File: src/include/sdramTiming_macros.svh
// Build-time sizes and delays for the SDRAM controller
// included by the packages and by every block that loads a timer
// delays are clock counts, shortened for simulation
`ifndef SDRAM_TIMING_MACROS_SVH
`define SDRAM_TIMING_MACROS_SVH

// bus widths
`define SDRAM_ROW_W 13
`define SDRAM_COL_W 10
`define SDRAM_BANK_W 2
`define DATA_W 16
`define TIMER_W 16

// init sequence
`define POWERUP_CYCLES 32
`define INIT_REFRESH_CYCLES 40
`define REFRESH_NOP_CYCLES 3
`define MODE_NOP_CYCLES 3

// access and refresh
`define CAS_CYCLES 2
`define REFRESH_INTERVAL 32

// mode register fields, A2..A0 burst length code and A6..A4 CAS latency
`define MODE_BURST_LEN 0
`define MODE_CAS_LAT 2

`endif

File: src/cpuBusPkg.sv
// CPU-side types for the 68000-style bus
// the request struct bundles every pin the CPU drives toward the controller
// users refer to them as cpuBusPkg::name
`default_nettype none
`include "sdramTiming_macros.svh"

package cpuBusPkg;

	typedef logic [31:0] cpuAddr_t;			// byte address
	typedef logic [`DATA_W-1:0] cpuData_t;	// one bus word

	// strobes are levels, all active low
	typedef struct packed {
		cpuAddr_t address;
		cpuData_t dataIn;		// write data from the CPU
		logic     udsL;			// upper byte strobe
		logic     ldsL;			// lower byte strobe
		logic     dramSelectL;	// address decode hit on the SDRAM range
		logic     weL;			// low for write, high for read
		logic     asL;			// address strobe
	} cpuReq_t;	// 53 bits

endpackage

`default_nettype wire

File: src/sdramCmdPkg.sv
// SDRAM-side types shared by the controller blocks
// command codes, the registered pin bundle and address fields
// users refer to them as sdramCmdPkg::name
`default_nettype none
`include "sdramTiming_macros.svh"

package sdramCmdPkg;

	typedef logic [`SDRAM_ROW_W-1:0] sdramRow_t;	// row address
	typedef logic [`SDRAM_COL_W-1:0] sdramCol_t;	// column address
	typedef logic [`SDRAM_BANK_W-1:0] sdramBank_t;	// bank select
	typedef logic [`SDRAM_ROW_W-1:0] sdramAddr_t;	// A12..A0, as wide as a row

	// code bits are {CKE, CS_L, RAS_L, CAS_L, WE_L}
	typedef enum logic [4:0] {
		PowerUp      = 5'b00000,	// CKE and CS low while power settles
		Nop          = 5'b10111,
		Activate     = 5'b10011,	// opens the row on BA
		Read         = 5'b10101,	// A10 high gives auto-precharge
		Write        = 5'b10100,	// A10 high gives auto-precharge
		Refresh      = 5'b10001,	// auto-refresh
		PrechargeAll = 5'b10010,	// needs A10 high
		ModeSet      = 5'b10000		// mode word on A, BA zero
	} sdramCmd_e;

	// what the address pins carry next cycle
	typedef enum logic [1:0] {
		AddrNone,
		AddrRow,
		AddrCol,
		AddrMode
	} sdramAddrSel_e;

	typedef struct packed {
		sdramCmd_e  cmd;
		sdramAddr_t addr;
		sdramBank_t bank;
	} sdramPins_t;	// 20 bits

endpackage

`default_nettype wire

File: src/dramDataPath.sv
// Output side of the SDRAM controller
// builds row, column or mode word from the CPU address and registers
// every SDRAM pin and CPU handshake one clock after the sequencer picks it
// read data is captured on the rising edge into DataOut
`default_nettype none
`include "sdramTiming_macros.svh"

module dramDataPath (
	input  wire logic                       Clock,
	input  wire logic                       Reset_L,
	input  wire cpuBusPkg::cpuReq_t         Cpu,
	input  wire sdramCmdPkg::sdramCmd_e     NextCmd,
	input  wire sdramCmdPkg::sdramAddrSel_e AddrSel,
	input  wire logic                       WriteDrive,
	input  wire logic                       CaptureRead,
	input  wire logic                       DtackNext,
	input  wire logic                       CpuResetNext,
	input  wire cpuBusPkg::cpuData_t        DqIn,
	output sdramCmdPkg::sdramPins_t         SdramPins,
	output logic                            SdramCke,
	output cpuBusPkg::cpuData_t             DqOut,
	output logic                            DqOutEnable,
	output cpuBusPkg::cpuData_t             DataOut,
	output logic                            Dtack_L,
	output logic                            ResetOut_L
);

	sdramCmdPkg::sdramRow_t   rowAddr;
	sdramCmdPkg::sdramCol_t   colAddr;
	sdramCmdPkg::sdramBank_t  bankAddr;
	sdramCmdPkg::sdramAddr_t  modeWord;
	sdramCmdPkg::sdramPins_t  nextPins;

	assign rowAddr = Cpu.address[23:11];
	assign bankAddr = Cpu.address[25:24];
	assign colAddr = Cpu.address[10:1];	// word address, bit 0 is the byte lane
	// burst type, op mode and write burst mode all zero
	assign modeWord = sdramCmdPkg::sdramAddr_t'({3'(`MODE_CAS_LAT), 1'b0, 3'(`MODE_BURST_LEN)});

	////////////////////
	// address mux
	always_comb begin
		nextPins.cmd = NextCmd;
		nextPins.addr = '0;
		nextPins.bank = '0;
		case (AddrSel)
			sdramCmdPkg::AddrRow: begin
				nextPins.addr = rowAddr;
				nextPins.bank = bankAddr;
			end
			sdramCmdPkg::AddrCol: begin
				// A10 sits just above the column bits, high for auto-precharge
				nextPins.addr = sdramCmdPkg::sdramAddr_t'({1'b1, colAddr});
				nextPins.bank = bankAddr;
			end
			sdramCmdPkg::AddrMode:
				nextPins.addr = modeWord;	// BA stays zero for the mode register
			default:
				nextPins.addr[`SDRAM_COL_W] = (NextCmd == sdramCmdPkg::PrechargeAll);
		endcase
	end

	////////////////////
	// registered pins and handshakes
	always_ff @(posedge Clock or negedge Reset_L) begin
		if (!Reset_L) begin
			SdramPins <= '{cmd: sdramCmdPkg::PowerUp, addr: '0, bank: '0};
			DqOutEnable <= 1'b0;
			Dtack_L <= 1'b1;
			ResetOut_L <= 1'b0;	// CPU held until init completes
		end else begin
			SdramPins <= nextPins;
			DqOutEnable <= WriteDrive;
			Dtack_L <= !DtackNext;
			ResetOut_L <= CpuResetNext;
		end
	end

	assign SdramCke = SdramPins.cmd[4];	// top bit of the command code

	// write data out and read data back
	always_ff @(posedge Clock) begin
		if (WriteDrive)
			DqOut <= Cpu.dataIn;
		if (CaptureRead)
			DataOut <= DqIn;
	end

endmodule

`default_nettype wire

File: src/dramSequencer.sv
// Control FSM of the SDRAM controller
// runs power-up, the init refresh loop and mode set, then serves
// refreshes and single-word CPU reads and writes from idle
// all outputs are combinational from state and get registered in the data path
`default_nettype none
`include "sdramTiming_macros.svh"

module dramSequencer (
	input  wire logic                          Clock,
	input  wire logic                          Reset_L,
	input  wire cpuBusPkg::cpuReq_t            Cpu,
	input  wire logic                          TimerDone,
	input  wire logic                          RefreshDue,
	output logic                               TimerLoad,
	output logic [`TIMER_W-1:0]                TimerValue,
	output logic                               RefreshLoad,
	output sdramCmdPkg::sdramCmd_e             NextCmd,
	output sdramCmdPkg::sdramAddrSel_e         AddrSel,
	output logic                               WriteDrive,		// drive DQ next cycle
	output logic                               CaptureRead,		// latch DqIn this edge
	output logic                               DtackNext,		// acknowledge next cycle
	output logic                               CpuResetNext		// release CPU reset
);

	typedef enum logic [4:0] {
		InitLoad, InitWait, InitNop1, InitNop2,
		InitRefresh, InitRefreshNop, InitModeSet, InitModeNop, InitLoadRefresh,
		Idle, RefPrechargeNop, RefRefresh, RefNop,
		WriteCmd, WriteHold, ReadCmd, ReadWait, BusEnd
	} dramState_e;

	dramState_e state;
	dramState_e nextState;
	logic [3:0] nopCount;		// NOPs left after a refresh
	logic       nopLoad;
	logic       strobeActive;	// either data strobe low
	logic       cpuRequest;		// SDRAM selected with AS

	assign strobeActive = !Cpu.udsL || !Cpu.ldsL;
	assign cpuRequest = !Cpu.dramSelectL && !Cpu.asL;

	always_ff @(posedge Clock or negedge Reset_L) begin
		if (!Reset_L) begin
			state <= InitLoad;
			nopCount <= '0;
		end else begin
			state <= nextState;
			if (nopLoad)
				nopCount <= 4'(`REFRESH_NOP_CYCLES - 1);
			else if (nopCount != '0)
				nopCount <= nopCount - 1'b1;
		end
	end

	////////////////////
	// next state and outputs
	always_comb begin
		nextState = state;
		NextCmd = sdramCmdPkg::Nop;
		AddrSel = sdramCmdPkg::AddrNone;
		TimerLoad = 1'b0;
		TimerValue = '0;
		RefreshLoad = 1'b0;
		nopLoad = 1'b0;
		WriteDrive = 1'b0;
		CaptureRead = 1'b0;
		DtackNext = 1'b0;
		CpuResetNext = 1'b1;	// CPU runs outside init
		case (state)
			InitLoad: begin
				NextCmd = sdramCmdPkg::PowerUp;
				CpuResetNext = 1'b0;
				TimerLoad = 1'b1;
				TimerValue = `TIMER_W'(`POWERUP_CYCLES);
				nextState = InitWait;
			end
			InitWait: begin
				NextCmd = sdramCmdPkg::PowerUp;	// hold until supply settles
				CpuResetNext = 1'b0;
				if (TimerDone)
					nextState = InitNop1;
			end
			InitNop1: begin
				CpuResetNext = 1'b0;
				nextState = InitNop2;
			end
			InitNop2: begin
				CpuResetNext = 1'b0;
				TimerLoad = 1'b1;	// opens the init refresh window
				TimerValue = `TIMER_W'(`INIT_REFRESH_CYCLES);
				nextState = InitRefresh;
			end
			InitRefresh: begin
				NextCmd = sdramCmdPkg::Refresh;
				CpuResetNext = 1'b0;
				nopLoad = 1'b1;
				nextState = InitRefreshNop;
			end
			InitRefreshNop: begin
				CpuResetNext = 1'b0;
				if (nopCount == '0)
					nextState = TimerDone ? InitModeSet : InitRefresh;	// repeat inside window
			end
			InitModeSet: begin
				NextCmd = sdramCmdPkg::ModeSet;
				AddrSel = sdramCmdPkg::AddrMode;
				CpuResetNext = 1'b0;
				TimerLoad = 1'b1;
				TimerValue = `TIMER_W'(`MODE_NOP_CYCLES);
				nextState = InitModeNop;
			end
			InitModeNop: begin
				CpuResetNext = 1'b0;
				if (TimerDone)
					nextState = InitLoadRefresh;
			end
			InitLoadRefresh: begin
				CpuResetNext = 1'b0;
				RefreshLoad = 1'b1;	// first interval starts here
				nextState = Idle;
			end
			Idle: begin
				if (RefreshDue) begin	// refresh beats a waiting CPU
					NextCmd = sdramCmdPkg::PrechargeAll;
					nextState = RefPrechargeNop;
				end else if (cpuRequest) begin
					NextCmd = sdramCmdPkg::Activate;
					AddrSel = sdramCmdPkg::AddrRow;
					nextState = Cpu.weL ? ReadCmd : WriteCmd;
				end
			end
			RefPrechargeNop:
				nextState = RefRefresh;
			RefRefresh: begin
				NextCmd = sdramCmdPkg::Refresh;
				nopLoad = 1'b1;
				nextState = RefNop;
			end
			RefNop: begin
				if (nopCount == '0) begin
					RefreshLoad = 1'b1;
					nextState = Idle;
				end
			end
			WriteCmd: begin
				if (strobeActive) begin	// wait for valid write data
					NextCmd = sdramCmdPkg::Write;
					AddrSel = sdramCmdPkg::AddrCol;
					WriteDrive = 1'b1;
					DtackNext = 1'b1;
					nextState = WriteHold;
				end
			end
			WriteHold: begin
				WriteDrive = 1'b1;	// one more cycle of data
				DtackNext = 1'b1;
				nextState = BusEnd;
			end
			ReadCmd: begin
				NextCmd = sdramCmdPkg::Read;
				AddrSel = sdramCmdPkg::AddrCol;
				TimerLoad = 1'b1;
				TimerValue = `TIMER_W'(`CAS_CYCLES);
				nextState = ReadWait;
			end
			ReadWait: begin
				if (TimerDone) begin
					CaptureRead = 1'b1;	// data on DqIn now
					nextState = BusEnd;
				end
			end
			BusEnd: begin
				if (strobeActive)
					DtackNext = 1'b1;	// hold ack until CPU lets go
				else
					nextState = Idle;
			end
			default:
				nextState = Idle;
		endcase
	end

endmodule

`default_nettype wire

File: src/dramTimers.sv
// Delay timer and refresh interval timer for the SDRAM sequencer
// both count down once per clock and stop at zero
// a load takes effect on the next edge, done and due are levels
`default_nettype none
`include "sdramTiming_macros.svh"

module dramTimers (
	input  wire logic                Clock,
	input  wire logic                Reset_L,
	input  wire logic                TimerLoad,		// load TimerValue next edge
	input  wire logic [`TIMER_W-1:0] TimerValue,
	output logic                     TimerDone,		// high while count is zero
	input  wire logic                RefreshLoad,	// restart refresh interval
	output logic                     RefreshDue		// high while interval expired
);

	logic [`TIMER_W-1:0] timerCount;	// general delay
	logic [`TIMER_W-1:0] refreshCount;	// cycles left to next refresh

	////////////////////
	// general delay counter
	always_ff @(posedge Clock or negedge Reset_L) begin
		if (!Reset_L)
			timerCount <= '0;
		else if (TimerLoad)
			timerCount <= TimerValue;
		else if (timerCount != '0)
			timerCount <= timerCount - 1'b1;	// hold at zero
	end

	assign TimerDone = (timerCount == '0);

	////////////////////
	// refresh interval counter, load value fixed at build time
	always_ff @(posedge Clock or negedge Reset_L) begin
		if (!Reset_L)
			refreshCount <= '0;
		else if (RefreshLoad)
			refreshCount <= `TIMER_W'(`REFRESH_INTERVAL);
		else if (refreshCount != '0)
			refreshCount <= refreshCount - 1'b1;
	end

	assign RefreshDue = (refreshCount == '0);

endmodule

`default_nettype wire

File: src/sdramController.sv
// SDRAM controller top level for a 68000-style CPU
// connects the timers, the sequencer FSM and the data path
// the DQ pad with its tristate buffer lives outside this block
`default_nettype none
`include "sdramTiming_macros.svh"

module sdramController (
	input  wire logic                Clock,
	input  wire logic                Reset_L,
	input  wire cpuBusPkg::cpuReq_t  Cpu,
	input  wire cpuBusPkg::cpuData_t DqIn,
	output sdramCmdPkg::sdramPins_t  SdramPins,
	output logic                     SdramCke,
	output cpuBusPkg::cpuData_t      DqOut,
	output logic                     DqOutEnable,
	output cpuBusPkg::cpuData_t      DataOut,
	output logic                     Dtack_L,
	output logic                     ResetOut_L
);

	logic                       timerLoad;
	logic [`TIMER_W-1:0]        timerValue;
	logic                       timerDone;
	logic                       refreshLoad;
	logic                       refreshDue;
	sdramCmdPkg::sdramCmd_e     nextCmd;
	sdramCmdPkg::sdramAddrSel_e addrSel;
	logic                       writeDrive;
	logic                       captureRead;
	logic                       dtackNext;
	logic                       cpuResetNext;

	dramTimers timers (
		.Clock(Clock), .Reset_L(Reset_L),
		.TimerLoad(timerLoad), .TimerValue(timerValue), .TimerDone(timerDone),
		.RefreshLoad(refreshLoad), .RefreshDue(refreshDue)
	);

	dramSequencer sequencer (
		.Clock(Clock), .Reset_L(Reset_L), .Cpu(Cpu),
		.TimerDone(timerDone), .RefreshDue(refreshDue),
		.TimerLoad(timerLoad), .TimerValue(timerValue), .RefreshLoad(refreshLoad),
		.NextCmd(nextCmd), .AddrSel(addrSel),
		.WriteDrive(writeDrive), .CaptureRead(captureRead),
		.DtackNext(dtackNext), .CpuResetNext(cpuResetNext)
	);

	dramDataPath dataPath (
		.Clock(Clock), .Reset_L(Reset_L), .Cpu(Cpu),
		.NextCmd(nextCmd), .AddrSel(addrSel),
		.WriteDrive(writeDrive), .CaptureRead(captureRead),
		.DtackNext(dtackNext), .CpuResetNext(cpuResetNext),
		.DqIn(DqIn), .SdramPins(SdramPins), .SdramCke(SdramCke),
		.DqOut(DqOut), .DqOutEnable(DqOutEnable),
		.DataOut(DataOut), .Dtack_L(Dtack_L), .ResetOut_L(ResetOut_L)
	);

endmodule

`default_nettype wire

File: config.mk
export PLATFORM = sky130hd
export DESIGN_NAME = sdramController
export DESIGN_NICKNAME = d
export VERILOG_FILES = /design/src/cpuBusPkg.sv /design/src/sdramCmdPkg.sv /design/src/dramDataPath.sv /design/src/dramSequencer.sv /design/src/dramTimers.sv /design/src/sdramController.sv
export VERILOG_INCLUDE_DIRS = /design/src /design/src/include
export SDC_FILE = /design/constraint.sdc
export NUM_CORES = 1
export LEC_CHECK = 0
export BUFFER_PORTS_ARGS = -buffer_cell sky130_fd_sc_hd__buf_2
export CAP_MARGIN = 20
export CORE_ASPECT_RATIO = 1.25
export CORE_MARGIN = 2
export CORE_UTILIZATION = 55
export CTS_CLUSTER_SIZE = 12
export DETAILED_ROUTE_END_ITERATION = 10
export GPL_TIMING_DRIVEN = 0
export PLACE_DENSITY = 0.81
export SYNTH_ARGS = -nofsm -noshare
export SYNTH_HDL_FRONTEND = slang
export SYNTH_SLANG_ARGS = --single-unit
File: constraint.sdc
create_clock -name Clock -period 6.95 [get_ports Clock]
set_input_delay 1.0425 -clock Clock [delete_from_list [all_inputs] [get_ports Clock]]
set_output_delay 1.0425 -clock Clock [all_outputs]
set_load 0.005 [all_outputs]
### After elaboration in Yosys (flattened, before gate mapping)

Cells that the tools add are included.
W data, S select, Z words.

| cells by class | value |
|---|---|
| add/sub/neg operators | 3 |
| equal/unequal tests | 29 |
| mux-type cells | 41 |
| reductions and logical operators | 24 |

Operators by type and width:

| cell | number |
|---|---|
| $pmux W5 S17 | 1 |
| $mux W16 | 4 |
| $mux W5 | 10 |
| $eq A5 B4 Y1 const B | 8 |
| $logic_not A16 Y1 | 2 |
| $reduce_bool A16 Y1 | 2 |
| $sub A16 B1 Y16 const B | 2 |
| $pmux W10 S3 | 1 |
| $pmux W5 S6 | 1 |
| $pmux W6 S4 | 1 |
| $eq A5 B3 Y1 const B | 4 |
| $eq A5 B5 Y1 const B | 3 |
| $mux W2 | 7 |
| $ne A2 B1 Y1 const B | 6 |
| $eq A5 B2 Y1 const B | 2 |
| $reduce_or A9 Y1 | 1 |
| $mux W1 | 8 |
| $mux W4 | 2 |
| $pmux W2 S4 | 1 |
| $reduce_and A8 Y1 | 1 |
| $reduce_or A2 Y1 | 4 |
| $pmux W1 S2 | 3 |
| $reduce_bool A2 Y1 | 3 |
| $eq A5 B1 Y1 const B | 1 |
| other kinds (14) | 19 |

| word-level totals | value |
|---|---|
| bits in registers | 96 |
| input port bits | 71 |
| output and inout bits | 56 |
| word-level logic and storage cells | 109 |

### Logic depth before layout (Yosys ltp)

| logic depth | value |
|---|---|
| depth after elaboration | 8 |
| mapped depth | 11 |
| mapped depth without buffers | 10 |

### Modules after synthesis

A second synthesis with hierarchy kept.

| unflattened totals | value |
|---|---|
| cell total of the unflattened synthesis | 445 |
| area total of the unflattened synthesis | 4814.6 µm² |

Modules (own cells, without submodules):

| module | times used | cells an instance | area each (µm²) | seq. area each (µm²) |
|---|---|---|---|---|
| dramTimers | 1 | 213 | 1968.1 | 800.8 |
| dramDataPath | 1 | 95 | 1819.2 | 1537.7 |
| dramSequencer | 1 | 137 | 1027.2 | 225.2 |

### Worst setup path before layout

No wires, ideal clock.

| timing | value |
|---|---|
| path type | register to register |
| start point | register timers.timerCount[2] |
| end point | register dataPath.DataOut[0], enable pin |
| library setup time | 0.431 ns |
| arrival | 2.866 ns |
| data required time | 6.519 ns |
| slack | 3.654 ns |
| cell stages (with the launch flop) | 4 |
| path buffers | 0 |
| period minus slack after synthesis | 3.296 ns |
| cell sequence | dfrtp_1 -> nor4_2 -> nand4_1 -> nor4_1 |

| on the way | value |
|---|---|
| longest elaborated chain between the ends | 3 |

Ends and longest elaborated chain:

| element | line | text |
|---|---|---|
| start, declared | dramTimers.sv:17 | `` logic [`TIMER_W-1:0] timerCount; `` |
| start signal, assigned | dramTimers.sv:26 | `timerCount <= TimerValue;` |
| start signal, assigned | dramTimers.sv:28 | `timerCount <= timerCount - 1'b1;` |
| $logic_not A16 Y1 | dramTimers.sv:31 | `assign TimerDone = (timerCount == '0);` |
| $mux W1 | dramSequencer.sv:167 | `if (TimerDone) begin` |
| $mux W1 | dramSequencer.sv:69 | `case (state)` |
| net captureRead | sdramController.sv:29 | `logic captureRead;` |
| end signal, assigned | dramDataPath.sv:86 | `DataOut <= DqIn;` |
| end, declared | dramDataPath.sv:23 | `output cpuBusPkg::cpuData_t DataOut,` |

The timed path passes the listed nets, and every way through them passes these cells.
A chain may end at the register's enable or synchronous reset.

### Worst setup path after layout

| timing | value |
|---|---|
| start point | register timers.timerCount[7] |
| end point | register dataPath.DataOut[4], enable pin |

The elaborated chain is that of the path after synthesis.

==> results.md <==
* Largest net degree at the start of global routing at 24
* Post-CTS setup buffers at 0
* Yosys top cell by area: dfrtp_1
* Post-synth cell types at between 50 and 60
* Pre-CTS setup slack at around 4000 ps
* Max clock buf depth at 2
* GRT overflow at 0
* Sw frac at 39.6%
* Total Die Area at a little under 0.009 mm²
* CP max stage delay at roughly 730 ps
* RSZ-0062 raised after global routing: no
* Cts hold-fix bufs at 0
* Layout cell share with drive strength beyond 1 at 28.2%
* Top-count cell post-synth: dfrtp_1
* Resized Gates After CTS at 0
* # diodes at 0
* Final Hold Slack at 533 ps
* CP max FO at 10
* Root buffer cell: clkbuf_8
* Sequential fraction of the synthesis area at 57.9%
* Worst-margin pin slew at approximately 820 ps
* Top-area cell type share of the netlist area at between 30% and 40%
* Synth area leaders: dfrtp_1 (35%), edfxtp_1 (22%), nor2_1 (5.1%), xor2_1 (3.6%), ha_1 (2.6%)
* Register bit count reported by yosys at 95
* # Max-Cap Violations at 0
* Startpoint types: flip-flop
* Clock network power share at 17.6%
* Worst-path clk slew at roughly 90 ps
* Port Buffers at between 100 and 150
* Core area at between 0.007 and 0.008 mm²
* Worst path bufs/invs at 1
* Worst Skew at between 7 and 8 ps
* Number of flops mapped to enable cells by yosys at 32
* Avg Vias per Cell at 5.57
* Final worst path period share at a little over two fifths
* Commonest cells in the netlist: dfrtp_1 (62), nor2_1 (59), edfxtp_1 (32)
* Critical Path RT at 7010 ps
* Pwr dens at 376 mW/mm²
* Post-route setup TNS at 0 ps
* Mapped Cells at 397
* Total Routed Length at around 9700 µm
* Power share of the combinational group at a little over two fifths
* Sw Pwr at between 0.0007 and 0.0008 W
* Register-to-register setup slack at about 4000 ps
* Crit path max-delay family: simple AND/OR/NAND/NOR gates
* CTS sink count at 95
* R2R Path Start: timers.timerCount[7]
* Fin area at approximately 0.0054 mm²
* Die Height at roughly 100 µm
* Status: completed
* Fin crit period at between 2000 and 3000 ps
* Max-slew violations at 0
* Hold Vio Cnt, Final at 0
* Residual DRC at 0
* Via count at roughly 3500
* CP Capture Type: flip-flop
* Number of global-route vias before repair at between 3000 and 4000
* Nets at 610
* Syn_area_per_cell at roughly 11 µm²
* Sequential group share of total power at roughly 40%
* Fmax at between 300 and 400 MHz
* Initial antenna violation count at 0
* Setup Viol. Count Final at 0
* YS warnings at 0
* Syn Std Cell Area at between 0.004 and 0.005 mm²
* Final WS setup at roughly 4000 ps
* CTS tree: built
* Hold_sp: sequencer.nopCount[1]
* Origin of the worst setup path: timers.timerCount[7]
* Global placement routability congestion at 0.882
* Crit path kind: reg -> reg
* Hold WC Path Type: reg -> reg
* Initial DRC count at between 200 and 250
* Slew headroom at 45.1%
* Worst-path cell chain: nor4_1 -> nand4_1 -> nor4_2 -> buf_4
* DP Area at 0.00517 mm²
* Slowest-stage cell, CP: nor4_2
* Initial DRT Pass Iterations at 5
* Synth-to-layout area growth at 22.5%
* Rows at 36
* Clock Latency Late Sink at approximately 350 ps
* Ys async rst share at roughly two thirds
* Global-route wire length before repair at about 16000 µm
* Avg WL per Cell at between 15 and 20 µm
* Peak supply drop at ~0.00025 V
* P_int at approximately 0.0012 W
* Total global-route track usage at about 23%
* H-tree Lvls at 3
* Post-route ant nets at 0
* Die X-Extent at 83.8 µm
* Top_reg_cell synth: dfrtp_1
* Dpl hpwl at about 7300 µm
* I/O pin count at 127
* Leak at 2.44 nW
* Syn nets at roughly 480
* CTS buffer count at 9
* Initial core utilization at between 50% and 60%
* Worst path arrival time at 3000 ps
==> sequential cells by signal, indices dropped and copies added, names as in the netlist <==
register / cells
dataPath.DqOut: 16
dataPath.DqOutEnable: 1
sequencer.state: 5
timers.timerCount: 16
dataPath.DataOut: 16
sequencer.nopCount: 4
dataPath.ResetOut_L: 1
dataPath.SdramCke: 1
timers.refreshCount: 16
dataPath.SdramPins: 18
dataPath.Dtack_L: 1
==> area by class of cell <==
cell class                      count  area, µm²
Inverter                           11       41.3
Clock buffer                        9        124
Buffer                             18       75.1
Sequential cell                    95       2540
Fill cell                         598       2380
Timing Repair Buffer              122        664
Multi-Input combinational cell    273       1730
Clock inverter                      7       71.3
Tap cell                           95        119
==> metal layers <==
metal	track usage, %	up-vias	share of wire (%)
li1	-	1686	-
met1	28.4	1662	40
met2	39.1	147	52
met3	4.38	17	5.9
met4	9.22	0	2.1
met5	0	-	0
==> worst paths after layout <==
check / end / cells past startpoint
min in group asynchronous: timers.refreshCount[9] / 1
max in group asynchronous: sequencer.state[4] / 3
setup / recovery: dataPath.DataOut[4] / 4
hold / removal: sequencer.nopCount[1] / 1
setup reg to reg: dataPath.DataOut[4] / 4
hold reg to reg: sequencer.nopCount[1] / 1
==> cells in the final DEF (no fill, tap or decap), drive strengths merged, types with 2 or more instances in the layout <==
cell	Yosys	layout
a2111oi	3	3
a211o	2	2
a211oi	7	7
a21o	3	3
a21oi	17	17
a221oi	3	3
a22oi	9	9
a2bb2oi	2	2
and2	3	3
and3	4	4
buf	2	124
clkbuf	16	25
clkinv	1	5
dfrtp	62	62
edfxtp	32	32
ha	9	9
inv	10	11
nand2	20	20
nand2b	4	4
nand3	9	9
nand3b	3	3
nand4	7	7
nand4b	3	3
nor2	60	60
nor2b	7	7
nor3	10	10
nor3b	3	3
nor4	7	7
o211ai	2	2
o21ai	13	13
o22a	3	3
o22ai	3	3
or2	3	3
or3	7	7
or3b	2	2
or4	3	3
xnor2	12	12
xor2	18	18
==> cells by family after synthesis <==
group / Yosys count / synth area share (%)
AO/OA/AOI/OAI: 74 / 11.9
buffers and inverters: 29 / 2.66
AND/OR/NAND/NOR: 158 / 18.7
multiplexers: 1 / 0.228
other: 1 / 0.0856
adder cells (fa/ha/maj): 9 / 2.57
flip-flops: 95 / 57.9
XOR/XNOR: 30 / 6.00
==> per-stage QoR <==
step | util [%] | total power (W) | instances
2_1_floorplan | - | 0.00143 | 397
3_3_place_gp | 65.7 | 0.00162 | 610
3_5_place_dp | 66.7 | 0.00166 | 614
4_1_cts | 69.3 | 0.00202 | 630
5_1_grt | 69.3 | 0.00218 | 630
6_report | 69.3 | 0.00202 | 630
==> power by group through the flow <==
stage                     sequential (W)  clock, W  combinational (W)
after floorplan                 0.000801         0           0.000628
after global placement          0.000811         0           0.000813
after detailed placement        0.000816         0           0.000849
after CTS                       0.000806  0.000361           0.000852
after global routing            0.000825  0.000392           0.000962
final                           0.000808  0.000356           0.000856
No activity file was read; power rests on OpenSTA's default activity.
